## config.mk

```make
export PLATFORM = sky130hd
export DESIGN_NAME = sysctl_regs
export DESIGN_NICKNAME = d
export VERILOG_FILES = /design/src/csr_pkg.sv /design/src/sysctl_regs.sv
export SDC_FILE = /design/constraint.sdc
export NUM_CORES = 1
export LEC_CHECK = 0
export ABC_AREA = 1
export BUFFER_PORTS_ARGS = -buffer_cell sky130_fd_sc_hd__buf_2
export CAP_MARGIN = 20
export CORE_MARGIN = 4
export CORE_UTILIZATION = 40
export CTS_CLUSTER_DIAMETER = 30
export DETAILED_ROUTE_END_ITERATION = 8
export GPL_ROUTABILITY_DRIVEN = 0
export SLEW_MARGIN = 30
export SYNTH_ARGS = -nofsm -noshare
export SYNTH_HDL_FRONTEND = slang
export SYNTH_SLANG_ARGS = --single-unit
```

## constraint.sdc

```tcl
create_clock -name sys_clk -period 1.6 [get_ports sys_clk]
set_input_delay 0.32 -clock sys_clk [delete_from_list [all_inputs] [get_ports sys_clk]]
set_output_delay 0.32 -clock sys_clk [all_outputs]
set_load 0.02 [all_outputs]
```

## src/csr_pkg.sv

```systemverilog
// CSR bus definitions: request format, bank field layout, system controller map
`default_nettype none

package csr_pkg;

	// CSR word address is {bank, register}
	localparam int CSR_ADR_W  = 14;
	localparam int CSR_BANK_W = 4;
	localparam int CSR_REG_W  = CSR_ADR_W - CSR_BANK_W;

	// One CSR cycle
	// we is a single-clock pulse
	typedef struct packed {
		logic [CSR_ADR_W-1:0] adr;
		logic                 we;
		logic [31:0]          dat;
	} csr_req_t;

	// System controller register words
	localparam logic [CSR_REG_W-1:0] REG_SYSID      = 10'd0;
	localparam logic [CSR_REG_W-1:0] REG_GPIO_IN    = 10'd1;
	localparam logic [CSR_REG_W-1:0] REG_GPIO_OUT   = 10'd2;
	localparam logic [CSR_REG_W-1:0] REG_IRQ_PEND   = 10'd3;
	localparam logic [CSR_REG_W-1:0] REG_IRQ_MASK   = 10'd4;
	localparam logic [CSR_REG_W-1:0] REG_TIMER_CTRL = 10'd5;
	localparam logic [CSR_REG_W-1:0] REG_TIMER_CMP  = 10'd6;
	localparam logic [CSR_REG_W-1:0] REG_TIMER_CNT  = 10'd7;

	// TIMER_CTRL bits
	localparam int TMR_EN = 0;	// Count enable
	localparam int TMR_AR = 1;	// Auto-restart

	// Interrupt bits, pending, mask and irq lines
	localparam int IRQ_GPIO  = 0;
	localparam int IRQ_TIMER = 1;
endpackage

`default_nettype wire

```

## src/sysctl_regs.sv

```systemverilog
// System controller CSR bank: ID, GPIO, interrupt pending and mask, one timer
`default_nettype none

module sysctl_regs #(
	parameter logic [csr_pkg::CSR_BANK_W-1:0] SYSCTL_BANK = 4'h1,
	parameter int unsigned GPIO_IN_W  = 13,
	parameter int unsigned GPIO_OUT_W = 14,
	parameter logic [31:0] SYSTEM_ID  = 32'h58343031
) (
	input  wire logic                  sys_clk,
	input  wire logic                  rst1,
	input  wire csr_pkg::csr_req_t     csr_i,
	output logic [31:0]                csr_rdata_o,
	input  wire logic [GPIO_IN_W-1:0]  gpio_in_i,
	output logic [GPIO_OUT_W-1:0]      gpio_out_o,
	output logic [1:0]                 irq_o
);

	logic bank_hit;
	logic wr;
	logic [csr_pkg::CSR_REG_W-1:0] reg_adr;
	logic [GPIO_IN_W-1:0] gpio_meta_q;
	logic [GPIO_IN_W-1:0] gpio_sync_q;
	logic [GPIO_IN_W-1:0] gpio_last_q;
	logic [GPIO_OUT_W-1:0] gpio_out_q;
	logic [1:0] pend_q;
	logic [1:0] mask_q;
	logic [1:0] pend_set;
	logic tmr_en_q;
	logic tmr_ar_q;
	logic tmr_hit;
	logic [31:0] tmr_cmp_q;
	logic [31:0] tmr_cnt_q;
	logic [31:0] rd_mux;
	logic [31:0] rdata_q;

	// Bank decode
	assign bank_hit = csr_i.adr[csr_pkg::CSR_ADR_W-1 -: csr_pkg::CSR_BANK_W] == SYSCTL_BANK;
	assign reg_adr  = csr_i.adr[csr_pkg::CSR_REG_W-1:0];
	assign wr       = bank_hit & csr_i.we;

	// GPIO inputs
	// two sync stages, third flop for change detect
	always_ff @(posedge sys_clk) begin
		if (!rst1) begin
			gpio_meta_q <= '0;
			gpio_sync_q <= '0;
			gpio_last_q <= '0;
		end else begin
			gpio_meta_q <= gpio_in_i;
			gpio_sync_q <= gpio_meta_q;
			gpio_last_q <= gpio_sync_q;
		end
	end

	// Timer reached compare
	assign tmr_hit = tmr_en_q & (tmr_cnt_q == tmr_cmp_q);

	always_comb begin
		pend_set = '0;
		pend_set[csr_pkg::IRQ_GPIO]  = |(gpio_sync_q ^ gpio_last_q);
		pend_set[csr_pkg::IRQ_TIMER] = tmr_hit;
	end

	// -------------------------------------------------------------------------
	// Interrupts and GPIO outputs
	// -------------------------------------------------------------------------
	always_ff @(posedge sys_clk) begin
		if (!rst1) begin
			pend_q     <= '0;
			mask_q     <= '0;
			gpio_out_q <= '0;
		end else begin
			// Sticky, write-one-to-clear, a new event wins
			if (wr && reg_adr == csr_pkg::REG_IRQ_PEND) begin
				pend_q <= (pend_q & ~csr_i.dat[1:0]) | pend_set;
			end else begin
				pend_q <= pend_q | pend_set;
			end
			if (wr && reg_adr == csr_pkg::REG_IRQ_MASK) begin
				mask_q <= csr_i.dat[1:0];
			end
			if (wr && reg_adr == csr_pkg::REG_GPIO_OUT) begin
				gpio_out_q <= csr_i.dat[GPIO_OUT_W-1:0];
			end
		end
	end

	// -------------------------------------------------------------------------
	// Timer
	// -------------------------------------------------------------------------
	always_ff @(posedge sys_clk) begin
		if (!rst1) begin
			tmr_en_q  <= 1'b0;
			tmr_ar_q  <= 1'b0;
			tmr_cmp_q <= '0;
			tmr_cnt_q <= '0;
		end else begin
			if (tmr_hit) begin
				// Restart, or stop with the count at compare
				if (tmr_ar_q) begin
					tmr_cnt_q <= '0;
				end else begin
					tmr_en_q <= 1'b0;
				end
			end else if (tmr_en_q) begin
				tmr_cnt_q <= tmr_cnt_q + 32'd1;
			end
			// Software write overrides the count
			if (wr) begin
				case (reg_adr)
					csr_pkg::REG_TIMER_CTRL: begin
						tmr_en_q <= csr_i.dat[csr_pkg::TMR_EN];
						tmr_ar_q <= csr_i.dat[csr_pkg::TMR_AR];
					end
					csr_pkg::REG_TIMER_CMP: tmr_cmp_q <= csr_i.dat;
					csr_pkg::REG_TIMER_CNT: tmr_cnt_q <= csr_i.dat;
					default: ;
				endcase
			end
		end
	end

	// Read mux
	always_comb begin
		rd_mux = '0;
		case (reg_adr)
			csr_pkg::REG_SYSID:    rd_mux = SYSTEM_ID;
			csr_pkg::REG_GPIO_IN:  rd_mux = 32'(gpio_sync_q);
			csr_pkg::REG_GPIO_OUT: rd_mux = 32'(gpio_out_q);
			csr_pkg::REG_IRQ_PEND: rd_mux = 32'(pend_q);
			csr_pkg::REG_IRQ_MASK: rd_mux = 32'(mask_q);
			csr_pkg::REG_TIMER_CTRL: begin
				rd_mux[csr_pkg::TMR_EN] = tmr_en_q;
				rd_mux[csr_pkg::TMR_AR] = tmr_ar_q;
			end
			csr_pkg::REG_TIMER_CMP: rd_mux = tmr_cmp_q;
			csr_pkg::REG_TIMER_CNT: rd_mux = tmr_cnt_q;
			default: rd_mux = '0;
		endcase
	end

	// Zero when another bank is addressed, keeps the OR bus clean
	always_ff @(posedge sys_clk) begin
		rdata_q <= bank_hit ? rd_mux : '0;
	end

	assign csr_rdata_o = rdata_q;
	assign gpio_out_o  = gpio_out_q;
	assign irq_o       = pend_q & mask_q;

endmodule

`default_nettype wire

```

Word level (Yosys, flattened, before mapping)
Cells that the tools add are included.

word-level totals
  register bits after elaboration = 155
  input bits = 62
  output and inout port bits = 48
  word-level logic and storage cells = 48

operators by class
  add/sub/neg operators = 1
  equality and inequality tests = 9
  mux-type cells = 12
  bitwise gates (word level) = 8
  reductions and logical operators = 7

operator list
  cell                                                                     count
  32-bit 2-to-1 mux                                                        5
  30-bit case mux with 5 select lines                                      1
  10-bit by 3-bit equality test with 1-bit output (second input constant)  4
  32-bit by 1-bit adder with 32-bit output (second input constant)         1
  32-bit equality test                                                     1
  10-bit by 2-bit equality test with 1-bit output (second input constant)  2
  2-bit case mux with 8 select lines                                       1
  13-bit OR reduction                                                      1
  13-bit bitwise XOR                                                       1
  10-bit by 1-bit equality test with 1-bit output (second input constant)  1
  10-bit zero test                                                         1
  2-bit bitwise AND                                                        2
  4-bit by 1-bit equality test with 1-bit output (second input constant)   1
  1-bit 2-to-1 mux                                                         4
  2-bit OR                                                                 2
  2-bit AND reduction                                                      2
  1-bit logical AND                                                        3
  1-bit bitwise AND                                                        2
  2-bit 2-to-1 mux                                                         1
  2-bit NOT                                                                1

Longest topological paths before layout
  word-level depth = 5
  gate-level depth with buffers = 14
  mapped depth without buffers = 13

Worst setup path after synthesis
No wires, ideal clock.

  path kind = flip-flop to flip-flop
  start = register tmr_cnt_q[0]
  end = register tmr_cnt_q[24]
  library setup time = 109 ps
  arrival time = 1449 ps
  data required time = 1491 ps
  setup slack = 42 ps
  stages on the path, launching flop included = 13
  buffers on the path = 0
  clock period less this slack = 1558 ps
  cells stage by stage = dfxtp_1 > ha_1 > nand3_1 > nor2_4 > nand2_4 > nor3_2 > nand2_1 > nand2_1 > nand2_1 > nand2_1 > nand3_1 > nand2_1 > inv_1

on the way
  cells in the longest elaborated chain, start to end = 5
  elaborated cells on any way between the ends = 7
  those cells by class = add/sub: 1; eq/ne: 1; mux: 4; bitwise: 1

ends and longest elaborated chain
  element                                                                                  RTL line                               text
  start: declaration                                                                       sysctl_regs.sv:33                      logic [31:0] tmr_cnt_q;
  start signal: assignment                                                                 sysctl_regs.sv:107                     tmr_cnt_q <= tmr_cnt_q + 32'd1;
  start signal: assignment                                                                 sysctl_regs.sv:117                     csr_pkg::REG_TIMER_CNT: tmr_cnt_q <= csr_i.dat;
  32-bit by 1-bit adder with 32-bit output / 32-bit equality test (equally long branches)  sysctl_regs.sv:107, sysctl_regs.sv:57
  32-bit 2-to-1 mux / 1-bit bitwise AND (equally long branches)                            sysctl_regs.sv:106, sysctl_regs.sv:57
  32-bit 2-to-1 mux (*)                                                                    sysctl_regs.sv:99                      if (tmr_hit) begin
  32-bit 2-to-1 mux                                                                        sysctl_regs.sv:111                     case (reg_adr)
  32-bit 2-to-1 mux (*)                                                                    sysctl_regs.sv:110                     if (wr) begin

Every way passes the cells marked *; elsewhere a longest branch is shown, timed or not.
A chain may end at the register's enable or synchronous reset.

Worst setup path in the final report
  start = register tmr_cmp_q[30]
  end = register tmr_cnt_q[30]

on the way
  cells in the longest elaborated chain, start to end = 5

ends and longest elaborated chain
  element                   RTL line            text
  start: declaration        sysctl_regs.sv:32   logic [31:0] tmr_cmp_q;
  start signal: assignment  sysctl_regs.sv:116  csr_pkg::REG_TIMER_CMP: tmr_cmp_q <= csr_i.dat;
  32-bit equality test (*)  sysctl_regs.sv:57   assign tmr_hit = tmr_en_q & (tmr_cnt_q == tmr_cmp_q);
  1-bit bitwise AND (*)     sysctl_regs.sv:57
  32-bit 2-to-1 mux (*)     sysctl_regs.sv:99
  32-bit 2-to-1 mux         sysctl_regs.sv:111
  32-bit 2-to-1 mux (*)     sysctl_regs.sv:110

Marks and branches as above.

==> results.md <==
- DR iter-0 viols: 534
- Synth Flop Type: dfxtp_1
- Final ANT Viol Nets: 0
- WHS Path Cells: 3
- Critical path arrival: 2060 ps
- Num Clock Sinks: 155
- Clk root buf: clkbuf_16
- DRC violations left: 0
- Final hold viol count: 0
- Net count after synthesis: 1277
- Slew Limit Fails: 0
- R2r endpoint: tmr_cnt_q[30]$_SDFF_PN0_
- Synth async-reset ratio: 0%
- Leak: 5.90 nW
- Crit-path max FO: 8
- Post-Syn Instances: 1214
- Area share of the largest cell type after synthesis: 37.6%
- Most numerous cell in the Yosys netlist: nand2_1
- Reg clk slew, reported paths: 80 ps
- Pwr Density: 754 mW/mm²
- Syn avg cell area: 6.81 µm²
- Hold Startpoint: gpio_in_i[1]
- Peak Freq: 580 MHz
- Placed cells: 1699
- Post-route minimum period: 1720 ps
- Die width: 152 µm
- Worst Setup End Kind: flop
- WL final: 25.8 mm
- Worst EP required: 1940 ps
- Area Growth Syn to Fin: 35.3%
- Starting density of the core: 40.7%
- Gr usage total: 22.2%
- Skew final: 14.2 ps
- Synth area leader: dfxtp_1
- EDFF count, synth: 0
- CTS H-Tree Depth: 4
- Num ports: 110
- DR pass1 iterations: 7
- Vias: 8520
- CTS Buf Count: 17
- Peak VDD IR: 0.000613 V
- Initial antenna violation count: 0
- Status: finished, violations left
- Synth warnings: 0
- Origin of the critical flop-to-flop path: tmr_cmp_q[30]$_SDFFE_PN0P_
- Diode count: 0
- Via density per instance: 4.91
- Die ar.: 0.0230 mm²
- Top cells by count, synth: 312 x nand2_1, 204 x inv_1, 155 x dfxtp_1, 103 x a21oi_1, 72 x nor2_1
- CTS tree: done
- Die height: 152 µm
- Clk Latency, worst-skew pair: 450 ps
- Max Cap Violations: 0
- # setup viols final: 34
- Site Rows: 52
- Slew HR: 73.8%
- Routed len/inst: 14.8 µm
- Share of cells above drive strength 1: 31.2%
- CTS max path bufs: 2
- Final setup margin: -125 ps
- Vias in the first global route: 7823
- Layout Nets: 1517
- FF+latch count, synth: 155
- CP Class: flop to flop
- Min-Delay Path Class: input pin to flop
- Total power: 0.00843 W
- Fillers: 1977
- Reg2Reg Setup Slack: -120 ps
- Pin count of the biggest net entering global routing: 53
- Critical Path Source Type: flop
- Layout Cells excl Fill: 1737
- Reg2Reg Depth: 11
- Synthesized area: 0.00826 mm²
- HPWL after detailed placement: 19.0 mm
- Global-route wire length before repair: 39.9 mm
- Netlist cell types: 42
- RSZ-0062 raised after global routing: true
- I/O Buffers: 109
- Worst Hold Endpoint: gpio_meta_q[1]$_SDFF_PN0_
- Fin crit share: 108%
- Sequential fraction of the synthesis area: 37.6%
- Synth area leaders: dfxtp_1 38%, nand2_1 14%, inv_1 9.3%
- Least-Margin Pin Slew: 393 ps
- Gr ovfl total: 0
- Failing checks: setup timing
- CORE AREA: 0.0203 mm²
[registers in the layout (all words and copies together), names as in the netlist]
| signal | count |
|---|---|
| csr_rdata_o | 32 |
| gpio_last_q | 13 |
| gpio_meta_q | 13 |
| gpio_out_o | 14 |
| gpio_sync_q | 13 |
| mask_q | 2 |
| pend_q | 2 |
| tmr_ar_q | 1 |
| tmr_cmp_q | 32 |
| tmr_cnt_q | 32 |
| tmr_en_q | 1 |
[cell type report]
cell class / count / area, µm² / area share [%]
clock inverters: 15 / 190 / 1.70
repair buffers: 281 / 2090 / 18.7
clock buffers: 17 / 425 / 3.81
multi-input cells: 779 / 4160 / 37.2
flip-flops and latches: 155 / 3150 / 28.2
inverters: 220 / 828 / 7.41
well taps: 270 / 338 / 3.02
[per-stage QoR]
step	hold WS (ps)	cell area [µm²]	worst slack (ps)	util [%]	setup TNS, ps
CTS	39.9	10800	-64.5	53.4	-1450
finish	50.6	11200	-125	55.1	-2990
detailed placement	396	10100	-192	49.9	-7560
floorplan	390	8260	42.5	-	0
global route	56.4	11200	-251	55.1	-6880
global placement	394	10100	-208	49.9	-5410
[cells in the final DEF, fill, tap and decap left out, types with 5 or more instances in the layout]
cell / instances
nand2_2: 21
clkbuf_16: 18
nand2_1: 289
nand3_2: 21
nor2_4: 15
inv_2: 18
nand2_4: 9
inv_1: 199
inv_8: 6
xor2_1: 25
xnor2_1: 12
nand4_1: 52
dfxtp_1: 129
nand3_1: 42
buf_4: 151
nor3_1: 10
clkinv_8: 5
o21ai_1: 15
a21oi_1: 103
buf_2: 109
buf_12: 18
or2_2: 8
o22ai_1: 10
nor2_1: 59
nor2_2: 14
o21ai_0: 43
dfxtp_4: 6
dfxtp_2: 20
[worst max-delay path, stage by stage, from the launching register on]
cell       delay [ps]
dfxtp_1           320
xnor2_1           250
nand2_1           120
nor2_2            130
nand2_2            80
nor2_4            150
nand3_4           140
clkbuf_16         220
nand2_2            70
nand3_2            50
nand2_1            60
inv_1              40
[worst max path at each step]
stage	endpoint	cells after the start	slack [ps]	from
after floorplan	tmr_cnt_q[24]$_SDFF_PN0_	12	40	tmr_cnt_q[0]$_SDFF_PN0_
after global placement	csr_rdata_o[6]$_SDFF_PP0_	11	-210	csr_i[42]
after detailed placement	csr_rdata_o[6]$_SDFF_PP0_	11	-190	csr_i[42]
after CTS	tmr_cnt_q[4]$_SDFF_PN0_	11	-60	tmr_cmp_q[7]$_SDFFE_PN0P_
after global routing	tmr_cnt_q[19]$_SDFF_PN0_	11	-250	tmr_cmp_q[30]$_SDFFE_PN0P_
final	tmr_cnt_q[30]$_SDFF_PN0_	11	-120	tmr_cmp_q[30]$_SDFFE_PN0P_
[kinds of logic after synthesis]
group           after synthesis  share of synthesized area, %
buf+inv                     280                          15.7
xor+xnor                     42                          4.45
simple gates                550                          30.2
compound gates              186                          11.9
flops                       155                          37.6
fa+ha+maj                     1                         0.151
[metal layers]
metal	track usage [%]	vias to the layer above	share of wire (%)
li1	-	4310	-
met1	29.3	3885	44
met2	36.3	269	47
met3	3.33	56	5.8
met4	9.39	0	3.4
met5	0	-	0
[power by group]
part	switching (W)	internal (W)	total (W)
registers	0.0000201	0.00389	0.00391
logic	0.000200	0.000149	0.000349
clock network	0.00204	0.00214	0.00418
[timing repair]
action                                  in CTS  in global routing
resized for setup                           34                 81
pin swaps                                    5                  9
buffers inserted                             0                  5
endpoints found under the setup margin      34                 34
hold buffers                                 0                  0
cloned                                       0                  1
endpoints found under the hold margin        0                  0
No activity file was read; power rests on OpenSTA's default activity.
