`src/csr_pkg.sv`:
```
// CSR bus definitions: request format, bank field layout, system controller map
`default_nettype none

package csr_pkg;

	// CSR word address is {bank, register}
	localparam int CSR_ADR_W  = 14;
	localparam int CSR_BANK_W = 4;
	localparam int CSR_REG_W  = CSR_ADR_W - CSR_BANK_W;

	// One CSR cycle
	// we is a single-clock pulse
	typedef struct packed {
		logic [CSR_ADR_W-1:0] adr;
		logic                 we;
		logic [31:0]          dat;
	} csr_req_t;

	// System controller register words
	localparam logic [CSR_REG_W-1:0] REG_SYSID      = 10'd0;
	localparam logic [CSR_REG_W-1:0] REG_GPIO_IN    = 10'd1;
	localparam logic [CSR_REG_W-1:0] REG_GPIO_OUT   = 10'd2;
	localparam logic [CSR_REG_W-1:0] REG_IRQ_PEND   = 10'd3;
	localparam logic [CSR_REG_W-1:0] REG_IRQ_MASK   = 10'd4;
	localparam logic [CSR_REG_W-1:0] REG_TIMER_CTRL = 10'd5;
	localparam logic [CSR_REG_W-1:0] REG_TIMER_CMP  = 10'd6;
	localparam logic [CSR_REG_W-1:0] REG_TIMER_CNT  = 10'd7;

	// TIMER_CTRL bits
	localparam int TMR_EN = 0;	// Count enable
	localparam int TMR_AR = 1;	// Auto-restart

	// Interrupt bits, pending, mask and irq lines
	localparam int IRQ_GPIO  = 0;
	localparam int IRQ_TIMER = 1;
endpackage

`default_nettype wire

```
`src/bus_pkg.sv`:
```
// System bus definitions: Wishbone-style request and response, address map
`default_nettype none

package bus_pkg;

	// -------------------------------------------------------------------------
	// Bus payloads
	// -------------------------------------------------------------------------

	// Master request
	// Held unchanged from cyc/stb rise until ack
	typedef struct packed {
		logic [31:0] adr;	// byte address
		logic [31:0] dat;	// Write data
		logic [3:0]  sel;	// Byte lanes, bit 0 is dat[7:0]
		logic        we;
		logic        cyc;
		logic        stb;
	} bus_req_t;

	// Slave response
	// Ack lasts one cycle, dat valid with it
	typedef struct packed {
		logic [31:0] dat;
		logic        ack;
	} bus_rsp_t;

	// -------------------------------------------------------------------------
	// Address map
	// -------------------------------------------------------------------------

	// Slave select is adr[31:29]
	localparam int SLV_SEL_W = 3;

	// On-chip SRAM at 0x20000000
	localparam logic [SLV_SEL_W-1:0] SEL_SRAM = 3'b001;
	// CSR bridge at 0x80000000
	localparam logic [SLV_SEL_W-1:0] SEL_CSR  = 3'b100;

	// Read data of every hole in the map
	localparam logic [31:0] UNMAPPED_DATA = 32'hABADFACE;

endpackage

`default_nettype wire
```
`src/csr_bridge.sv`:
```
// Bus to CSR bridge: one CSR cycle per bus access, acks with the bank read word
`default_nettype none

module csr_bridge (
	input  wire logic              sys_clk,
	input  wire logic              rst1,
	// System bus side
	input  wire bus_pkg::bus_req_t bus_req_i,
	output bus_pkg::bus_rsp_t      bus_rsp_o,
	// CSR side
	output csr_pkg::csr_req_t      csr_o,
	input  wire logic [31:0]       csr_rdata_i
);

	typedef enum logic {
		S_IDLE,
		S_CSR
	} state_t;

	state_t state_q;
	logic start;
	logic ack_q;
	logic csr_we_q;
	logic [csr_pkg::CSR_ADR_W-1:0] csr_adr_q;
	logic [31:0] csr_dat_q;

	// Ignore the held request during its ack
	assign start = (state_q == S_IDLE) & bus_req_i.cyc & bus_req_i.stb & ~ack_q;

	// -------------------------------------------------------------------------
	// Sequencer
	// cycle 1 drives the CSR bus, cycle 2 acks
	// -------------------------------------------------------------------------
	always_ff @(posedge sys_clk) begin
		if (!rst1) begin
			state_q  <= S_IDLE;
			ack_q    <= 1'b0;
			csr_we_q <= 1'b0;
		end else begin
			ack_q    <= 1'b0;
			// Write strobe for one cycle only
			csr_we_q <= 1'b0;
			case (state_q)
				S_IDLE: begin
					if (start) begin
						state_q  <= S_CSR;
						csr_we_q <= bus_req_i.we;
					end
				end
				S_CSR: begin
					state_q <= S_IDLE;
					ack_q   <= 1'b1;
				end
			endcase
		end
	end

	// Address and data, byte selects dropped
	always_ff @(posedge sys_clk) begin
		if (start) begin
			csr_adr_q <= bus_req_i.adr[csr_pkg::CSR_ADR_W+1:2];
			csr_dat_q <= bus_req_i.dat;
		end
	end

	assign csr_o = '{adr: csr_adr_q, we: csr_we_q, dat: csr_dat_q};
	// Bank read word already registered in the bank
	assign bus_rsp_o = '{dat: csr_rdata_i, ack: ack_q};

endmodule

`default_nettype wire

```
`config.mk`:
```
export PLATFORM = sky130hd
export DESIGN_NAME = csr_bridge
export DESIGN_NICKNAME = d
export VERILOG_FILES = /design/src/csr_pkg.sv /design/src/bus_pkg.sv /design/src/csr_bridge.sv
export SDC_FILE = /design/constraint.sdc
export NUM_CORES = 1
export LEC_CHECK = 0
export BUFFER_PORTS_ARGS = -buffer_cell sky130_fd_sc_hd__buf_2
export CORE_UTILIZATION = 34
export DETAILED_ROUTE_END_ITERATION = 7
export GPL_TIMING_DRIVEN = 1
export PLACE_DENSITY = 0.82
export SLEW_MARGIN = 20
export SYNTH_ARGS = -nofsm -noshare
export SYNTH_HDL_FRONTEND = slang
export SYNTH_SLANG_ARGS = --single-unit
```
`constraint.sdc`:
```
create_clock -name sys_clk -period 2.35 [get_ports sys_clk]
set_input_delay 0.1175 -clock sys_clk [delete_from_list [all_inputs] [get_ports sys_clk]]
set_output_delay 0.1175 -clock sys_clk [all_outputs]
set_load 0.02 [all_outputs]
```
Word level (Yosys, flattened, before mapping). Index checks and enable logic that the tools add are counted.

Output and inout port bits: 80. Bits in registers: 49. Input bits: 105.

Multiplexer cells: 3. Reductions and logical operators: 1. Bitwise gates (word level): 7.

Operators by type and width (count): NOT 1 bit (4); bitwise AND 1 bit (3); OR reduction 3 bit (1); 2-to-1 mux 1 bit (2); one-hot mux 1 bit (2 select lines) (1).

Depth between registers and ports, before layout. Gate-level depths: netlist of run 1.

Word-level depth: 6. Mapped depth: 2. Depth with buffers taken out: 2.

Worst setup path before layout of run 1. No wires, ideal clock.

Path type: register to register. Start: register state_q. End: register csr_adr_q[0] (netlist name), enable pin. Setup slack: 0.361 ns. Arrival: 1.580 ns. Library setup time: 0.410 ns. Required time: 1.940 ns. Stages on the path, launching flop included: 2. Clock period less this slack: 1.989 ns. Cells stage by stage: dfxtp_1 -> and4bb_1.

Cells in the longest elaborated chain, start to end: 4.

RTL lines: start: declaration (line csr_bridge.sv:20) `state_t state_q;`; start signal: assignment (line csr_bridge.sv:36) `state_q <= S_IDLE;`; start signal: assignment (line csr_bridge.sv:46) `state_q <= S_CSR;`; start signal: assignment (line csr_bridge.sv:51) `state_q <= S_IDLE;`; NOT 1 bit; bitwise AND 1 bit (3 in series) (line csr_bridge.sv:28) `assign start = (state_q == S_IDLE) & bus_req_i.cyc & bus_req_i.stb & ~ack_q;`; named net start (line csr_bridge.sv:21) `logic start;`; end signal: assignment (line csr_bridge.sv:61) `csr_adr_q <= bus_req_i.adr[csr_pkg::CSR_ADR_W+1:2];`; end: declaration (line csr_bridge.sv:24) `logic [csr_pkg::CSR_ADR_W-1:0] csr_adr_q;`.

The timed path passes the listed nets, and every way through them passes these cells. A chain may end at the register's enable or synchronous reset.

Final worst setup path of run 1.
Start: register ack_q. End: register csr_dat_q[4], enable pin.

Cells in the longest elaborated chain, start to end: 2.

RTL lines: start: declaration (line csr_bridge.sv:22) `logic ack_q;`; start signal: assignment (line csr_bridge.sv:37) `ack_q <= 1'b0;`; start signal: assignment (line csr_bridge.sv:40) `ack_q <= 1'b0;`; start signal: assignment (line csr_bridge.sv:52) `ack_q <= 1'b1;`; NOT 1 bit (line csr_bridge.sv:28); bitwise AND 1 bit (line csr_bridge.sv:28); named net start (line csr_bridge.sv:21); end signal: assignment (line csr_bridge.sv:62) `csr_dat_q <= bus_req_i.dat;`; end: declaration (line csr_bridge.sv:25) `logic [31:0] csr_dat_q;`.

The timed path passes the listed nets, and every way through them passes these cells.

==> summary.md, run 1 <==
| Metric | Value |
|---|---|
| Sequential fraction of design power | 59.8% |
| Cell Pwr Density | 650 nW/µm² |
| First-pass GRT wire length | 4.79 mm |
| Top-level I/O count | 185 |
| First drt pass iteration count | 3 |
| Sequential element share of the synthesized area | 83.3% |
| CTS sink count | 49 |
| Largest net degree at the start of global routing | 28 |
| Power share of the combinational group | 11.7% |
| Core ar. | 4820 µm² |
| DRC Markers | 0 |
| Iteration-0 DRC Markers | 32 |
| Leakage | 1.09 nW |
| Die Wd | 73.3 µm |
| Post-DRT Antenna Nets | 0 |
| Final TNS setup | 0 ns |
| Crit Path Category | reg -> reg |
| Critical path, cell by cell | and4bb_2, buf_4 |
| Synthesis Warnings | 0 |
| Wire length per cell | 13.3 µm |
| Initial core utilization | 35.9% |
| Crit path max-delay family | flip-flops |
| CP required | 2.31 ns |
| Final Util | 53.7% |
| PostCTS Resize Cnt | 0 |
| Clk slew on worst S/H paths | 0.08 ns |
| Post-synthesis to final-layout area growth | 49.4% |
| Mean Syn Cell Area | 19.9 µm² |
| Die ar. | 5380 µm² |
| Pins Over Slew Limit | 0 |
| Critical path's largest stage delay | 0.32 ns |
| Worst skew pair latency | 0.29 ns |
| Layout cell share with drive strength beyond 1 | 53.4% |
| Grt ovf | 0 |
| Initial antenna violation count | 0 |
| CP Capture Type | flop |
| Final nets | 308 |
| Final worst-path cycle share | 53.7% |
| Area of the multi-input gates | 33.8 µm² |
| Clk_skew | 0.00501 ns |
| Port-buffer cells | 98 |
| Net Count, Synth | 192 |
| Sw Share | 20.3% |
| Data arrival, critical path | 1.22 ns |
| Vias/cell | 4.08 |
| Clock root buffer | clkbuf_8 |
| Worst min path class | in -> reg |
| Routed wire length | 3.61 mm |
| Actual slew at the worst max-slew pin | 0.324 ns |
| Post-synth cell types | 6 |
| Sw Pwr | 0.341 mW |
| Fillers | 422 |
| CTS Buf Count | 5 |
| Outcome | complete, no violations |
| Setup-failing EPs final | 0 |
| Crit Path Max Fanout | 27 |
| DR vias | 1106 |
| Fmax | 0.792 GHz |
| Clock power share | 28.5% |
| Post-Layout Cell Count | 271 |
| Relative slew margins | 78.4% |
| Max VDD drop | 0.000324 V |
| Max-Cap Viols | 0 |
| RSZ-0062 raised after global routing | false |
| # rows | 25 |
| Synthesized area | 1730 µm² |
| DP Cell Count | 220 |
| Critical-path top delay cell | dfxtp_1 |
| Clock tree buffer depth | 2 |
| Final Hold Fails | 0 |
| Height of the die | 73.3 µm |
| Worst Path Buf+Inv | 1 |
| ANT cells | 0 |
| Most frequent cells in the layout | 98 x buf_2, 46 x edfxtp_1, 43 x dlygate4sd3_1, 6 x clkbuf_8, 3 x dfxtp_1 |
| GPL Wtd Cong | 0.665 |
| Post-DP HPWL | 2.42 mm |
| Crit path time final | 1.26 ns |
| Mapped Cells | 87 |
| Commonest non-fill, non-tap cell in the layout | buf_2 |
| Htree depth | 2 |
| Vias in the first global route | 1068 |
| Yosys reg bits | 49 |
| Internal | 1.34 mW |
| Gr usage total | 12.6% |
| Register area | 1440 µm² |
| TritonCTS clock tree | yes |
| Worst Setup Start Kind | flop |
## stage by stage
stage / hold WS, ns / total power [mW] / area [µm²] / setup WS, ns
floorplan: 0.216 / 1.17 / 1730 / 0.361
global placement: 0.235 / 1.16 / 2060 / 1.11
detailed placement: 0.235 / 1.17 / 2060 / 1.11
CTS: 0.000118 / 1.69 / 2500 / 1.08
global route: 0.00212 / 1.75 / 2580 / 1.02
finish: 0.0160 / 1.68 / 2580 / 1.09
## logic make-up after synthesis
| logic type | Yosys count | synth area share [%] |
|---|---|---|
| flip-flops | 49 | 83.3 |
| buffers and inverters | 34 | 14.8 |
| AND/OR/NAND/NOR | 4 | 1.95 |
## layout make-up
cell class                 instances  area share (%)
clock buffer                       8            3.48
multi-input combinational          4            1.31
sequential                        49            55.8
tap                               67            3.24
timing repair buffer             143            36.2
## cells in the mapped netlist
| cell | count | area, µm² |
|---|---|---|
| and4bb_1 | 1 | 12.5 |
| buf_4 | 34 | 255 |
| and2_2 | 2 | 15.0 |
| and3_1 | 1 | 6.26 |
| edfxtp_1 | 46 | 1380 |
| dfxtp_1 | 3 | 60.1 |
## flip-flops by register name, indices dropped and copies added, names as in the netlist
| signal | count |
|---|---|
| ack_q | 1 |
| csr_adr_q | 14 |
| csr_dat_q | 32 |
| csr_we_q | 1 |
| state_q | 1 |
## power groups by stage
stage	Clock [mW]	Combinational (mW)	Sequential [mW]
after floorplan	0	0.0967	1.07
after global placement	0	0.138	1.02
after detailed placement	0	0.141	1.03
after CTS	0.495	0.185	1.01
after global routing	0.532	0.209	1.01
final	0.478	0.196	1.01
## timing repair
action,4_1_cts,5_1_grt
endpoints found under the hold margin,35,8
buffers inserted,0,0
hold buffers,35,8
## per-layer routing
layer  global-route usage, %  up-vias  part of all wire (%)  wire length, µm
met1                    10.6      506                    32             1150
li1                        -      507                     -                -
met3                    5.35       29                   9.0              323
met2                    22.8       64                    54             1950
met5                       0        -                     0                0
met4                    10.3        0                   5.3              191
## path summary, 6_finish.rpt
kind / startpoint / slack (ns) / endpoint / cells after the start
setup reg to reg: ack_q / 1.09 / csr_dat_q[4] / 2
hold reg to reg: state_q / 0.47 / ack_q / 1
setup / recovery: ack_q / 1.09 / csr_dat_q[4] / 2
hold / removal: bus_req_i[8] / 0.02 / csr_dat_q[1] / 1
(Power assumes the default switching activity.)
==> run 2, diff against run 1 <==
- CORE_UTILIZATION: 34 -> 31
- PLACE_DENSITY: 0.82 -> 0.79
- clock period: 2.35 -> 1.08 ns (I/O delays scaled with it)
==> summary.md, run 2 (synthesis gave the netlist of run 1 again) <==
| Metric | Value |
|---|---|
| DRC Markers | 0 |
| Cell Pwr Density | 1380 nW/µm² |
| Total Power | 3.70 mW |
| Actual slew at the worst max-slew pin | 0.126 ns |
| Fillers | 467 |
| DR vias | 1138 |
| Number of flip-flops in the largest register | 32 |
| Largest net degree at the start of global routing | 21 |
| Relative slew margins | 91.6% |
| ANT cells | 0 |
| Initial antenna violation count | 0 |
| Max VDD drop | 0.000774 V |
| Setup ws final | -0.0987 ns |
| Grt ovf | 0 |
| DP Cell Count | 224 |
| Vias/cell | 4.06 |
| Vias in the first global route | 1186 |
| Height of the die | 76.7 µm |
| Final nets | 314 |
| Met2 wire len | 2.51 mm |
| Register with the most flip-flops | csr_dat_q |
| Top-level I/O count | 185 |
| Crit path time final | 1.18 ns |
| Power share of the combinational group | 12.5% |
| Post-synthesis to final-layout area growth | 55.0% |
| Top routing layer in use | met4 |
| Post-DRT Antenna Nets | 0 |
| Clock power share | 28.4% |
| First drt pass iteration count | 2 |
| Critical path's largest stage delay | 0.38 ns |
| DR WL met3 | 662 µm |
| Post-Layout Cell Count | 280 |
| Outcome | complete, but fails checks |
| Sw Pwr | 0.830 mW |
| Hold WS | 0.108 ns |
| Critical-path top delay cell | and4bb_4 |
| Leakage | 1.12 nW |
| CTS sink count | 49 |
| GPL Wtd Cong | 0.770 |
| Critical path, cell by cell | and4bb_4, buf_12 |
| Worst min path class | in -> out |
| Sequential fraction of design power | 59.1% |
| Crit path max-delay family | simple AND/OR/NAND/NOR gates |
| Pre-CTS WS | -0.0889 ns |
| Fmax | 0.848 GHz |
| Setup-failing EPs final | 48 |
| CTS Buf Count | 5 |
| DRT met1 WL | 1.39 mm |
| Worst Setup Start Kind | flop |
| Post-CTS setup buffers | 0 |
| Worst skew pair latency | 0.29 ns |
| Reg2Reg Setup Slack | -0.1 ns |
| Crit Path Category | reg -> reg |
| Initial core utilization | 33.0% |
| Die Wd | 76.7 µm |
| Gr usage total | 15.9% |
| RSZ-0062 raised after global routing | true |
| Max-Cap Viols | 0 |
| Htree depth | 2 |
| CP required | 1.09 ns |
| Pins Over Slew Limit | 0 |
| Final worst-path cycle share | 109% |
| Clock tree buffer depth | 2 |
| Clock root buffer | clkbuf_8 |
| Sw Share | 22.4% |
| Port-buffer cells | 98 |
| Wire length per cell | 16.8 µm |
| Failing checks | negative setup slack |
| TritonCTS clock tree | yes |
| Routed wire length | 4.71 mm |
| Final TNS setup | -4.00 ns |
| Layout cell share with drive strength beyond 1 | 53.8% |
| Data arrival, critical path | 1.18 ns |
| Clk_skew | 0.00275 ns |
| Die ar. | 5880 µm² |
| Crit Path Max Fanout | 20 |
| Most frequent cells in the layout | 98 x buf_2, 48 x dlygate4sd3_1, 46 x edfxtp_1, 5 x clkbuf_8, 3 x clkinvlp_4 |
| Top Registers | csr_dat_q: 32 flops, csr_adr_q: 14 flops |
| Final Hold Fails | 0 |
| CP Capture Type | flop |
| # rows | 26 |
| Iteration-0 DRC Markers | 64 |
| Commonest non-fill, non-tap cell in the layout | buf_2 |
| Core ar. | 5240 µm² |
| Internal | 2.87 mW |
| Clk slew on worst S/H paths | 0.09 ns |
| Worst Path Buf+Inv | 1 |
| First-pass GRT wire length | 6.72 mm |
==> run 2: cell count changes in the layout (fill, tap and decap cells not counted), sizes merged <==
cell,change
dlygate4sd3,+5
clkbuf,-3
clkinvlp,+3
buf,+1
==> run 2: worst reg2reg max path: stages (launching register included) <==
cell and delay, ns:
dfxtp_2 0.32, and4bb_4 0.38, buf_12 0.18
==> run 2: per-layer routing <==
| layer | up-vias | global-route usage, % |
|---|---|---|
| li1 | 520 | - |
| met1 | 510 | 12.8 |
| met2 | 99 | 29.9 |
| met3 | 9 | 9.40 |
| met4 | 0 | 6.92 |
| met5 | - | 0 |
==> run 2: final timing paths <==
check / start / end / cells after the start
setup / recovery: state_q / csr_adr_q[2] / 2
setup reg to reg: state_q / csr_adr_q[2] / 2
hold / removal: csr_rdata_i[22] / bus_rsp_o[23] / 0
hold reg to reg: state_q / ack_q / 1
==> run 2: area by class of cell <==
class,instances,area (µm²),share of cell area [%]
Clock buffer,5,68.8,2.57
Clock inverter,3,22.5,0.840
Multi-Input combinational cell,4,37.5,1.40
Sequential cell,49,1440,53.8
Tap cell,70,87.6,3.27
Timing Repair Buffer,149,1020,38.1
==> run 2: timing repair <==
item | 4_1_cts | 5_1_grt
setup endpoints to repair | 46 | 48
hold buffers | 48 | 0
gates resized for setup | 0 | 2
endpoints found under the hold margin | 49 | 0
==> run 2: power groups by stage <==
stage	clock network, mW	logic [mW]	registers (mW)
2_1_floorplan	0	0.212	2.33
3_3_place_gp	0	0.322	2.23
3_5_place_dp	0	0.328	2.23
4_1_cts	1.09	0.461	2.19
5_1_grt	1.15	0.494	2.20
6_report	1.05	0.465	2.19
==> run 2: stage by stage <==
stage | util, % | area, µm²
after global placement | 40.2 | 2100
after global routing | 51.2 | 2680
after floorplan | - | 1730
final | 51.2 | 2680
after detailed placement | 40.2 | 2100
after CTS | 51.1 | 2680
