**src/bus_pkg.sv**
```systemverilog
// System bus definitions: Wishbone-style request and response, address map
`default_nettype none

package bus_pkg;

	// -------------------------------------------------------------------------
	// Bus payloads
	// -------------------------------------------------------------------------

	// Master request
	// Held unchanged from cyc/stb rise until ack
	typedef struct packed {
		logic [31:0] adr;	// byte address
		logic [31:0] dat;	// Write data
		logic [3:0]  sel;	// Byte lanes, bit 0 is dat[7:0]
		logic        we;
		logic        cyc;
		logic        stb;
	} bus_req_t;

	// Slave response
	// Ack lasts one cycle, dat valid with it
	typedef struct packed {
		logic [31:0] dat;
		logic        ack;
	} bus_rsp_t;

	// -------------------------------------------------------------------------
	// Address map
	// -------------------------------------------------------------------------

	// Slave select is adr[31:29]
	localparam int SLV_SEL_W = 3;

	// On-chip SRAM at 0x20000000
	localparam logic [SLV_SEL_W-1:0] SEL_SRAM = 3'b001;
	// CSR bridge at 0x80000000
	localparam logic [SLV_SEL_W-1:0] SEL_CSR  = 3'b100;

	// Read data of every hole in the map
	localparam logic [31:0] UNMAPPED_DATA = 32'hABADFACE;

endpackage

`default_nettype wire
```
**src/bus_switch.sv**
```systemverilog
// Bus switch with two-master round-robin arbiter, slave decode and default responder
`default_nettype none

module bus_switch (
	input  wire logic              sys_clk,
	input  wire logic              rst1,
	// Masters
	input  wire bus_pkg::bus_req_t m0_req_i,
	input  wire bus_pkg::bus_req_t m1_req_i,
	output bus_pkg::bus_rsp_t      m0_rsp_o,
	output bus_pkg::bus_rsp_t      m1_rsp_o,
	// Slaves
	output bus_pkg::bus_req_t      sram_req_o,
	input  wire bus_pkg::bus_rsp_t sram_rsp_i,
	output bus_pkg::bus_req_t      csr_req_o,
	input  wire bus_pkg::bus_rsp_t csr_rsp_i
);

	// Grant state
	logic busy_q;
	// Owner of the most recent grant and of the bus while busy
	logic last_q;

	logic m0_want;
	logic m1_want;
	logic pick;
	logic cur;
	logic start;
	bus_pkg::bus_req_t sel_req;
	logic [bus_pkg::SLV_SEL_W-1:0] region;
	logic hit_sram;
	logic hit_csr;
	logic hit_none;
	logic dflt_ack_q;
	bus_pkg::bus_rsp_t slv_rsp;

	// -------------------------------------------------------------------------
	// Arbitration
	// -------------------------------------------------------------------------
	assign m0_want = m0_req_i.cyc & m0_req_i.stb;
	assign m1_want = m1_req_i.cyc & m1_req_i.stb;

	// With both asking the one not granted last time wins
	always_comb begin
		if (m0_want && m1_want) begin
			pick = ~last_q;
		end else begin
			pick = m1_want;
		end
	end

	// Idle bus grants in the same cycle
	assign cur     = busy_q ? last_q : pick;
	assign sel_req = cur ? m1_req_i : m0_req_i;
	assign start   = ~busy_q & sel_req.cyc & sel_req.stb;

	// Held until the owner's ack
	always_ff @(posedge sys_clk) begin
		if (!rst1) begin
			busy_q <= 1'b0;
			// Master 0 first out of reset
			last_q <= 1'b1;
		end else if (start) begin
			busy_q <= 1'b1;
			last_q <= cur;
		end else if (busy_q && slv_rsp.ack) begin
			busy_q <= 1'b0;
		end
	end

	// -------------------------------------------------------------------------
	// Decode and forward
	// -------------------------------------------------------------------------
	assign region   = sel_req.adr[31 -: bus_pkg::SLV_SEL_W];
	assign hit_sram = (region == bus_pkg::SEL_SRAM);
	assign hit_csr  = (region == bus_pkg::SEL_CSR);
	assign hit_none = ~hit_sram & ~hit_csr;

	// Payload to both slaves and strobes to one
	always_comb begin
		sram_req_o     = sel_req;
		csr_req_o      = sel_req;
		sram_req_o.cyc = sel_req.cyc & hit_sram;
		sram_req_o.stb = sel_req.stb & hit_sram;
		csr_req_o.cyc  = sel_req.cyc & hit_csr;
		csr_req_o.stb  = sel_req.stb & hit_csr;
	end

	// Default responder
	// acks one cycle later and never twice in a row
	always_ff @(posedge sys_clk) begin
		if (!rst1) begin
			dflt_ack_q <= 1'b0;
		end else begin
			dflt_ack_q <= sel_req.cyc & sel_req.stb & hit_none & ~dflt_ack_q;
		end
	end

	// Response of the addressed slave
	always_comb begin
		slv_rsp.dat = bus_pkg::UNMAPPED_DATA;
		slv_rsp.ack = dflt_ack_q;
		if (hit_sram) begin
			slv_rsp = sram_rsp_i;
		end else if (hit_csr) begin
			slv_rsp = csr_rsp_i;
		end
	end

	// Back to the owner only
	always_comb begin
		m0_rsp_o = '0;
		m1_rsp_o = '0;
		if (busy_q) begin
			if (cur) begin
				m1_rsp_o = slv_rsp;
			end else begin
				m0_rsp_o = slv_rsp;
			end
		end
	end

endmodule

`default_nettype wire

```
**config.mk**
```make
export PLATFORM = sky130hd
export DESIGN_NAME = bus_switch
export DESIGN_NICKNAME = d
export VERILOG_FILES = /design/src/bus_pkg.sv /design/src/bus_switch.sv
export SDC_FILE = /design/constraint.sdc
export NUM_CORES = 1
export LEC_CHECK = 0
export ABC_AREA = 1
export BUFFER_PORTS_ARGS = -buffer_cell sky130_fd_sc_hd__buf_2
export CELL_PAD_IN_SITES_DETAIL_PLACEMENT = 1
export CELL_PAD_IN_SITES_GLOBAL_PLACEMENT = 1
export CORE_AREA = 5 5 159 161
export DETAILED_ROUTE_END_ITERATION = 8
export DIE_AREA = 0 0 164 166
export PLACE_DENSITY = 0.67
export SETUP_SLACK_MARGIN = 0.15
export SKIP_LAST_GASP = 1
export SYNTH_ARGS = -nofsm -noshare
export SYNTH_HDL_FRONTEND = slang
export SYNTH_SLANG_ARGS = --single-unit
```
**constraint.sdc**
```tcl
create_clock -name sys_clk -period 2.1 [get_ports sys_clk]
set_input_delay 0.21 -clock sys_clk [delete_from_list [all_inputs] [get_ports sys_clk]]
set_output_delay 0.21 -clock sys_clk [all_outputs]
set_load 0.02 [all_outputs]
```
Yosys cells after proc, flatten, opt, wreduce, memory -nomap -nowiden
Cells that the tools add are included.
{"block": "op_classes", "addsub": 0, "multipliers": 0, "div": 0, "order_cmp": 0, "eq_ne": 2, "shifts": 0, "muxes": 11, "bitwise": 17, "reduce_logical": 3}
{"cell": "33-bit 2-to-1 mux", "n": 6}
{"cell": "71-bit 2-to-1 mux", "n": 1}
{"cell": "1-bit bitwise AND", "n": 12}
{"cell": "1-bit inverter", "n": 5}
{"cell": "1-bit 2-to-1 mux", "n": 4}
{"cell": "3-bit by 1-bit equality test with 1-bit output, second input constant", "n": 1}
{"cell": "3-bit equality test, second input constant", "n": 1}
{"cell": "1-bit logical AND", "n": 2}
{"cell": "2-bit nonzero test", "n": 1}
{"block": "word_totals", "regBits": 3, "latch_bits": 0, "ramBits": 0, "rom_bits": 0, "input_bits": 210, "out_inout_bits": 208, "wordCells": 36, "memories": 0}

Logic depth before layout (Yosys ltp)
Gate-level depths: netlist (run 1).
{"block": "depth", "depth_word": 11, "ltp_mapped": 14, "depth_no_buf": 13}

Least setup slack after synthesis (run 1)
No wires, ideal clock.
{"block": "synth_path", "path_type": "reg2out", "from": "register busy_q", "to": "output m0_rsp_o[16] (netlist bit)", "t_arrival_ps": 1703, "required_time_ps": 1890, "setup_slack_ps": 187, "stages_incl_launch_ff": 10, "n_path_buf": 2, "path_cell_list": "dfxtp_1 > inv_2 > or2_4 > buf_6 > nand3_1 > nand2_2 > nand3_4 > buf_4 > o22ai_1 > nor2_1"}
{"element": "start: declaration", "line": "bus_switch.sv:20", "source": "logic busy_q;"}
{"element": "start signal: assignment", "line": "bus_switch.sv:60", "source": "busy_q <= 1'b0;"}
{"element": "start signal: assignment", "line": "bus_switch.sv:64", "source": "busy_q <= 1'b1;"}
{"element": "start signal: assignment", "line": "bus_switch.sv:67", "source": "busy_q <= 1'b0;"}
{"element": "end: declaration", "line": "bus_switch.sv:10", "source": "output bus_pkg::bus_rsp_t m0_rsp_o,"}

==> results of run 1 <==
-- state kept, by name (all words and copies together) (netlist names) --
name,flops
last_q,1
dflt_ack_q,1
busy_q,1
-- layout make-up --
type	instances	area, um2	area share, %
sequential	3	62.6	1.04
multi-input combinational	354	1940	32.4
timing repair buffer	468	3400	56.7
inverter	27	109	1.81
tap	324	405	6.76
clock buffer	4	78.8	1.31
-- kinds of logic after synthesis --
| logic type | count (synthesis) |
|---|---|
| simple gates | 317 |
| buf+inv | 124 |
| compound gates | 37 |
| flops | 3 |
-- timing repair --
| item | CTS | global route |
|---|---|---|
| setup endpoints to repair | 202 | 202 |
| gates resized for setup | 52 | 279 |
| buffers inserted | 5 | 8 |
| hold buffers | 0 | 0 |
| pin swaps | 5 | 19 |
| gates cloned | 1 | 13 |
-- through the flow --
step / worst slack (ps) / hold WS [ps] / TNS [ps]
after floorplan: 187 / 295 / 0
after global placement: 113 / 429 / 0
after detailed placement: 64.8 / 436 / 0
after CTS: -80.3 / 214 / -5340
after global routing: -206 / 222 / -17470
final: -96.3 / 220 / -3450
-- worst register-to-register path, cell delays in order, from the launching register on --
cell and delay [ps]:
dfxtp_2 330, inv_2 50, or2_4 300, nand2_8 110, buf_4 150, clkbuf_16 160
o21ai_0 70, buf_4 160, nand2_1 70, inv_1 70, o21ai_0 170, a21oi_1 60
-- synth_stat cells --
cell type and count:
nand2_4 2, clkbuf_1 12, nand2_2 4, nand4_1 1, inv_1 25, o21ai_0 4
inv_2 2, o22ai_2 3, buf_4 72, nor2_1 77, nor2_4 6, nand3_2 2
nand2_1 214, dfxtp_1 3, buf_2 9, nand3_4 2, or2_4 1, a21oi_2 10
nand3_1 5, o22ai_1 18, nand3b_1 2, buf_6 4, nor2_2 1, a21oi_1 2
-- metal layers --
metal	global-route usage, %	vias to the layer above
li1	-	2156
met5	0	-
met4	2.22	2
met1	11.9	2126
met3	3.00	22
met2	22.8	263
-- worst paths after layout --
kind | start | to | depth (start not counted)
min | rst1 | last_q$_SDFFE_PN1P_ | 2
max reg2reg | busy_q$_SDFFE_PN0P_ | busy_q$_SDFFE_PN0P_ | 11
max | busy_q$_SDFFE_PN0P_ | m0_rsp_o[18] | 11
min reg2reg | dflt_ack_q$_SDFF_PN0_ | dflt_ack_q$_SDFF_PN0_ | 3
-- power by group through the flow --
| stage | Sequential (W) | Combinational [W] | Clock (W) |
|---|---|---|---|
| after floorplan | 0.0000711 | 0.00173 | 0 |
| after global placement | 0.0000702 | 0.00247 | 0 |
| after detailed placement | 0.0000706 | 0.00249 | 0 |
| after CTS | 0.0000715 | 0.00263 | 0.000307 |
| after global routing | 0.0000718 | 0.00366 | 0.000313 |
| final | 0.0000711 | 0.00343 | 0.000299 |
==> run metrics, run 1 <==
sequential power share 1.9%; commonest non-fill, non-tap cell in the layout buf_2; vias per cell 3.87; critical path data arrival time 1990 ps; simple-gate area share of the yosys netlist 54.5%; Seq/Total Area, Yosys under 10%; Die W 164 um; clk root buf clkbuf_16; Worst VDD drop between 0.0002 and 0.0003 V; TritonCTS clock tree done; post-synthesis xor/xnor area fraction 0%; Synth area leaders nand2_1 33%, buf_4 22%, nor2_1 12%, o22ai_1 4.6%, inv_1 3.9%; FILL cells about 3100; Worst Setup End Kind primary output; vias 4569; placed instance count 1149; FF+latch count, synth 3; Switch Pwr a little over 0.002 W; Final Power 0.00380 W; met3 wire length 2.08 mm; Adder-Cell Fraction of Synth Area 0%; largest family of logic cells by synthesized area simple AND/OR/NAND/NOR gates; CP delay by family, top simple AND/OR/NAND/NOR gates; synthesized instance count 481; Synth Warn # 0; Final ANT Viol Nets 0; Skew-Pair Late Insertion Delay 220 ps; status finished, violations left; Num CTS Buffers 3; final instance count without filler cells 1180; routed len/inst between 15 and 20 um; DRC 0; aggregate global-route resource usage a little under an eighth; commonest non-fill, non-tap cells in the layout 276 x buf_2, 161 x nand2_1, 106 x buf_4; CTS Sinks 3; syn_area_per_cell 5.05 um2; gr ovfl total 0; Clock power frac under 10%; PortBufs 417; hpwl dp 14.7 mm; Area Overhead vs Synth 147%; First-pass DRT Iterations 4; Pins Over Slew Limit 0; combinational share of power 90.2%; Clock Path Buffers 2; clk_skew 1.13 ps; Starting Density 10.2%; required time of the critical path 1890 ps; number of global-route vias before repair 4692; Synth top area share between 30% and 40%; largest net degree at the start of global routing 53; syn nets 691; fraction of layout cells with a size suffix above 1 68.6%; post-route cell area 6000 um2; fmax about 460 MHz; reg-to-reg setup timing slack around 260 ps; placed cell area 4500 um2; antenna violations before repair 1; number of I/O pins approximately 420; sw frac 53.2%; Critical Path, Cell by Cell inv_2 > or2_4 > buf_4 > nand3_2 > nand2_2 > nand3_4 > buf_12 > nor2_4 > a21oi_2 > nor2_1 > buf_2; DRT met1 WL just over 7 mm; global-route wire length before repair 25.2 mm; critical path's slowest cell dfxtp_2; fin util 25.2%; RSZ-0062 raised after global routing true; failing checks negative setup slack; CP max FO 10; full die area 27200 um2; CP max stage delay 330 ps; Fin. Hold Viols 0; Setup CP Type register to primary output; GP Congestion 0.868; Compound-Gate Fraction of Synth Area 11.0%; Static Leakage 3.43 nW; leading area contributor after synthesis nand2_1; Max-Cap Viols 0; HP Class primary input to register; Synth cell types 24; CTS H-tree depth 1; final setup vio count 82; mux contribution to synthesized area 0%; Pint 0.00178 W; Clk pin slew, worst setup/hold paths roughly 30 ps; uppermost layer routed met5; Tcrit/Tclk final 105%; Final #Nets 1067; ANT cells 0; Die H 166 um; Tmin final between 2000 and 2500 ps; Worst Path Buf+Inv 4; DRT iter0 DRCs around 110; Met2 Routed Length around 11 mm; Final Worst Setup Slack -96.3 ps; row count 57; relative slew slack 69.6%; core box area 23800 um2; Tightest Pin Transition 454 ps; Setup crit start kind register; mapped cell area 2430 um2; routed wire length 20.6 mm; PwrDens 633 nW/um2
Note: power is estimated with default switching activity, not from simulation.
==> run 2, diff against run 1 <==
--- a/config.mk
+++ b/config.mk
@@ -6,7 +6,7 @@
 export NUM_CORES = 1
 export LEC_CHECK = 0
 export ABC_AREA = 1
-export BUFFER_PORTS_ARGS = -buffer_cell sky130_fd_sc_hd__buf_2
+export BUFFER_PORTS_ARGS = -buffer_cell sky130_fd_sc_hd__buf_4
 export CELL_PAD_IN_SITES_DETAIL_PLACEMENT = 1
 export CELL_PAD_IN_SITES_GLOBAL_PLACEMENT = 1
 export CORE_AREA = 5 5 159 161
==> run metrics, run 2 (same netlist as run 1, synthesis figures left out) <==
status finished, violations left; failing checks negative setup slack; GR Util met2 23.9%; Num CTS Buffers 3; Die H 166 um; ANT cells 0; most used routing layer met2; Final #Nets 1066; PwrDens 588 nW/um2; final setup vio count 121; Die W 164 um; DRT iter0 DRCs 140; CP max stage delay roughly 340 ps; fraction of layout cells with a size suffix above 1 64.0%; placed cell area between 5000 and 6000 um2; CP max FO 8; Worst VDD drop 0.000199 V; Clock Path Buffers 2; full die area 27200 um2; Skew-Pair Late Insertion Delay 220 ps; CTS Sinks 3; commonest non-fill, non-tap cells in the layout 436 x buf_4, 201 x nand2_1, 69 x nor2_1; commonest non-fill, non-tap cell in the layout buf_4; number of I/O pins 418; Final ANT Viol Nets 0; vias per cell 3.79; post-route cell area 6380 um2; R2R Path End busy_q$_SDFFE_PN0P_; Critical Path, Cell by Cell inv_4 > or2_4 > nand3_2 > nand2_8 > nand3_4 > buf_6 > nor2_4 > nor2_2 > nand2_2 > nor2_1 > buf_4; Starting Density 10.2%; antenna violations before repair 0; clk_skew around 1.1 ps; vias 4467; Final Power 0.00375 W; Pins Over Slew Limit 0; global-route wire length before repair between 20 and 30 mm; Setup CP Type register to primary output; Worst Reg-to-Reg Cells 12; largest net degree at the start of global routing 48; PortBufs 417; Final Worst Setup Slack -147 ps; largest registers busy_q (1), dflt_ack_q (1), last_q (1); number of global-route vias before repair between 4000 and 5000; Worst Setup End Kind primary output; CTS H-tree depth 1; RSZ-0062 raised after global routing true; aggregate global-route resource usage 12.3%; min-delay src rst1; Fin. Hold Viols 0; critical path data arrival time 2040 ps; First-pass DRT Iterations 4; gr ovfl total 0; HP Class primary input to register; GRT met3 Usage 3.67%; routed wire length 19.8 mm; Setup crit start kind register; Tcrit/Tclk final 107%; reg-to-reg setup timing slack 190 ps; Max-Cap Viols 0; DRC 0; Area Overhead vs Synth 163%; Tmin final about 2200 ps; CTS Hold Bufs 0; hpwl dp 15.3 mm; GR Util met1 13.2%; clk root buf clkbuf_16; critical path's slowest cell dfxtp_2; fmax 445 MHz; Clk pin slew, worst setup/hold paths 30 ps; TritonCTS clock tree done; GP Congestion 0.787; Tightest Pin Transition 390 ps; hold path cells 2; row count 57; WHS Endpoint last_q$_SDFFE_PN1P_; r2r startpoint busy_q$_SDFFE_PN0P_; routed len/inst roughly 17 um; core box area 23800 um2; Static Leakage 3.58 nW; relative slew slack between 70% and 80%; required time of the critical path 1890 ps
## run 2: through the flow
step | TNS, ps | setup slack, ps | hold WS, ps | cells | utilization (%)
floorplan | 0 | 187 | 295 | 481 | -
global placement | 0 | 1.83 | 432 | 1142 | 22.9
detailed placement | -15.9 | -10.8 | 437 | 1142 | 22.9
CTS | -1190 | -56.8 | 206 | 1164 | 25.2
global route | -20440 | -239 | 228 | 1179 | 26.8
finish | -7450 | -147 | 205 | 1179 | 26.8
## run 2: report_power, final
| group | leakage, nW | switching (W) | total (W) | internal (W) |
|---|---|---|---|---|
| Combinational | 3.51 | 0.00188 | 0.00338 | 0.00150 |
| Sequential | 0.0246 | 0.00000718 | 0.0000737 | 0.0000665 |
| Clock | 0.0382 | 0.0000531 | 0.000304 | 0.000251 |
## run 2: critical path, delay by kind of cell, from the launching register on
family,cells,cell delay [ps]
simple gates,8,1070
buf+inv,3,380
flops,1,340
## run 2: area by class of cell
cell class	instances	area, um2
clock buffer	4	78.8
timing repair buffer	464	3800
inverter	27	124
multi-input combinational	356	1900
timing repair inverter	1	16.3
tap	324	405
sequential	3	62.6
fill	3044	17400
## run 2: how the worst max path moves through the flow
stage	startpoint	endpoint	slack [ps]
finish	busy_q$_SDFFE_PN0P_	m1_rsp_o[0]	-150
detailed placement	busy_q$_SDFFE_PN0P_	csr_req_o[0]	-10
global placement	busy_q$_SDFFE_PN0P_	csr_req_o[0]	2
CTS	busy_q$_SDFFE_PN0P_	m0_rsp_o[11]	-60
global route	busy_q$_SDFFE_PN0P_	m1_rsp_o[0]	-240
floorplan	busy_q$_SDFFE_PN0P_	m0_rsp_o[16]	190
## run 2: timing repair
item                       in CTS  in global routing
pin swaps                       4                 13
hold endpoints to repair        0                  0
resized for setup              58                 34
cloned                          5                  6
setup endpoints to repair     194                202
buffers inserted               13                  9
## run 2: metal layers
layer  wire [um]  vias up  share of wire [%]
met2       10500      242                 53
met3        1840       14                9.3
met1        7210     2047                 36
met5           0        -                  0
met4         257        0                1.3
li1            -     2164                  -
==> run 3, diff against run 2 <==
==> constraint.sdc (replaced) <==
create_clock -name sys_clk -period 2.1 [get_ports sys_clk]
set_input_delay 0.42 -clock sys_clk [delete_from_list [all_inputs] [get_ports sys_clk]]
set_output_delay 0.42 -clock sys_clk [all_outputs]
set_load 0.02 [all_outputs]
==> run metrics, run 3 (same netlist as run 1, synthesis figures left out) <==
status finished, violations left; failing checks negative setup slack; TritonCTS clock tree done; fin util 38.0%; Fin. Hold Viols 0; aggregate global-route resource usage 14.9%; Worst VDD drop around 0.00020 V; PwrDens ~600 nW/um2; row count 57; largest registers busy_q (1), dflt_ack_q (1), last_q (1); critical path data arrival time 2000 ps; Max-Cap Viols 0; PortBufs between 400 and 500; RSZ-0062 raised after global routing true; final setup vio count 202; Tcrit/Tclk final 115%; DRT iter0 DRCs 131; GP Congestion 0.879; Die H between 150 and 200 um; full die area 27200 um2; fmax slightly above 400 MHz; Setup CP Type register to primary output; Worst Setup End Kind primary output; number of global-route vias before repair 5035; gr ovfl total 0; DRC 0; clk root buf clkbuf_16; CTS H-tree depth 1; core box area 23800 um2; Clk pin slew, worst setup/hold paths ~30 ps; global-route wire length before repair 31.7 mm; relative slew slack 65.0%; largest net degree at the start of global routing 24; First-pass DRT Iterations 4; Final ANT Viol Nets 0; commonest non-fill, non-tap cell in the layout buf_4; clk_skew roughly 2.4 ps; Final Power about 0.0054 W; Area Overhead vs Synth 273%; ANT cells 0; hpwl dp 17.5 mm; Setup crit start kind register; Tightest Pin Transition 525 ps; vias between 4000 and 5000; Final Worst Setup Slack -322 ps; vias per cell 3.97; number of I/O pins 418; Skew-Pair Late Insertion Delay about 230 ps; Starting Density 10.2%; antenna violations before repair 0; Hold WS 415 ps; CP max FO 13; HP Class primary input to register; routed wire length 24.6 mm; commonest non-fill, non-tap cells in the layout 296 x buf_4, 156 x buf_6, 134 x nand2_4; FILL cells 2747; Static Leakage 4.48 nW; routed len/inst 20.4 um; Final #Nets ~1100; total negative slack -42830 ps; Pins Over Slew Limit 0; required time of the critical path 1680 ps; Clock Path Buffers 2; Die W 164 um; CTS Sinks 3; Tmin final 2420 ps; Num CTS Buffers 3; fraction of layout cells with a size suffix above 1 91.3%; CTS Hold Bufs 0
-- run 3: cell count changes in the layout (fill, tap and decap cells not counted), moves of 12 or more --
cell     delta
buf_12     +12
buf_4     -140
buf_6     +145
nand2_1   -161
nand2_2    +30
nand2_4   +128
nor2_1     -66
nor2_2     +33
nor2_4     +33
-- run 3: through the flow --
step | std cells | setup WS (ps) | area [um2]
2_1_floorplan | 481 | 102 | 3210
3_3_place_gp | 1158 | -390 | 6260
3_5_place_dp | 1158 | -472 | 6260
4_1_cts | 1190 | -341 | 7390
5_1_grt | 1209 | -412 | 9060
6_report | 1209 | -322 | 9060
-- run 3: metal layers --
metal | vias to the layer above | share of wire, % | GRT usage (%)
li1 | 2224 | - | -
met1 | 2274 | 35 | 16.3
met2 | 270 | 54 | 29.1
met3 | 33 | 8.5 | 4.39
met4 | 0 | 2.8 | 1.31
met5 | - | 0 | 0
-- run 3: where the power goes --
part           total [W]  internal (W)  leakage, nW  switching, W
logic            0.00504       0.00240         4.42       0.00264
clock network   0.000308      0.000251       0.0382     0.0000571
registers      0.0000726     0.0000664       0.0246    0.00000620
-- run 3: area by class of cell --
cell class | instances | area, um2 | area share [%]
repair inverters | 1 | 20.0 | 0.221
repair buffers | 496 | 4940 | 54.6
well taps | 324 | 405 | 4.48
inverters | 27 | 143 | 1.57
multi-input cells | 354 | 3400 | 37.6
clock buffers | 4 | 78.8 | 0.870
flip-flops and latches | 3 | 62.6 | 0.691
-- run 3: worst max-delay path, cell delays in order (launching register included) --
cell	delay, ps
dfxtp_2	320
inv_2	40
or2_4	290
buf_12	150
nand3b_1	90
nand2_2	90
nand3_4	130
buf_12	200
o22ai_1	90
buf_4	150
nor2_2	70
buf_4	150
-- run 3: worst paths after layout --
path	from	end	slack (ps)	depth (start not counted)
worst max-delay path	busy_q$_SDFFE_PN0P_	m0_rsp_o[2]	-320	11
worst min-delay path	rst1	last_q$_SDFFE_PN1P_	420	2
worst max register to register	busy_q$_SDFFE_PN0P_	busy_q$_SDFFE_PN0P_	220	15
worst min register to register	dflt_ack_q$_SDFF_PN0_	dflt_ack_q$_SDFF_PN0_	600	4
-- run 3: what timing repair did --
action,CTS,global route
endpoints found under the hold margin,0,0
gates cloned,12,6
resized for setup,131,372
pin swaps,16,65
buffers inserted,16,14
setup endpoints to repair,207,211
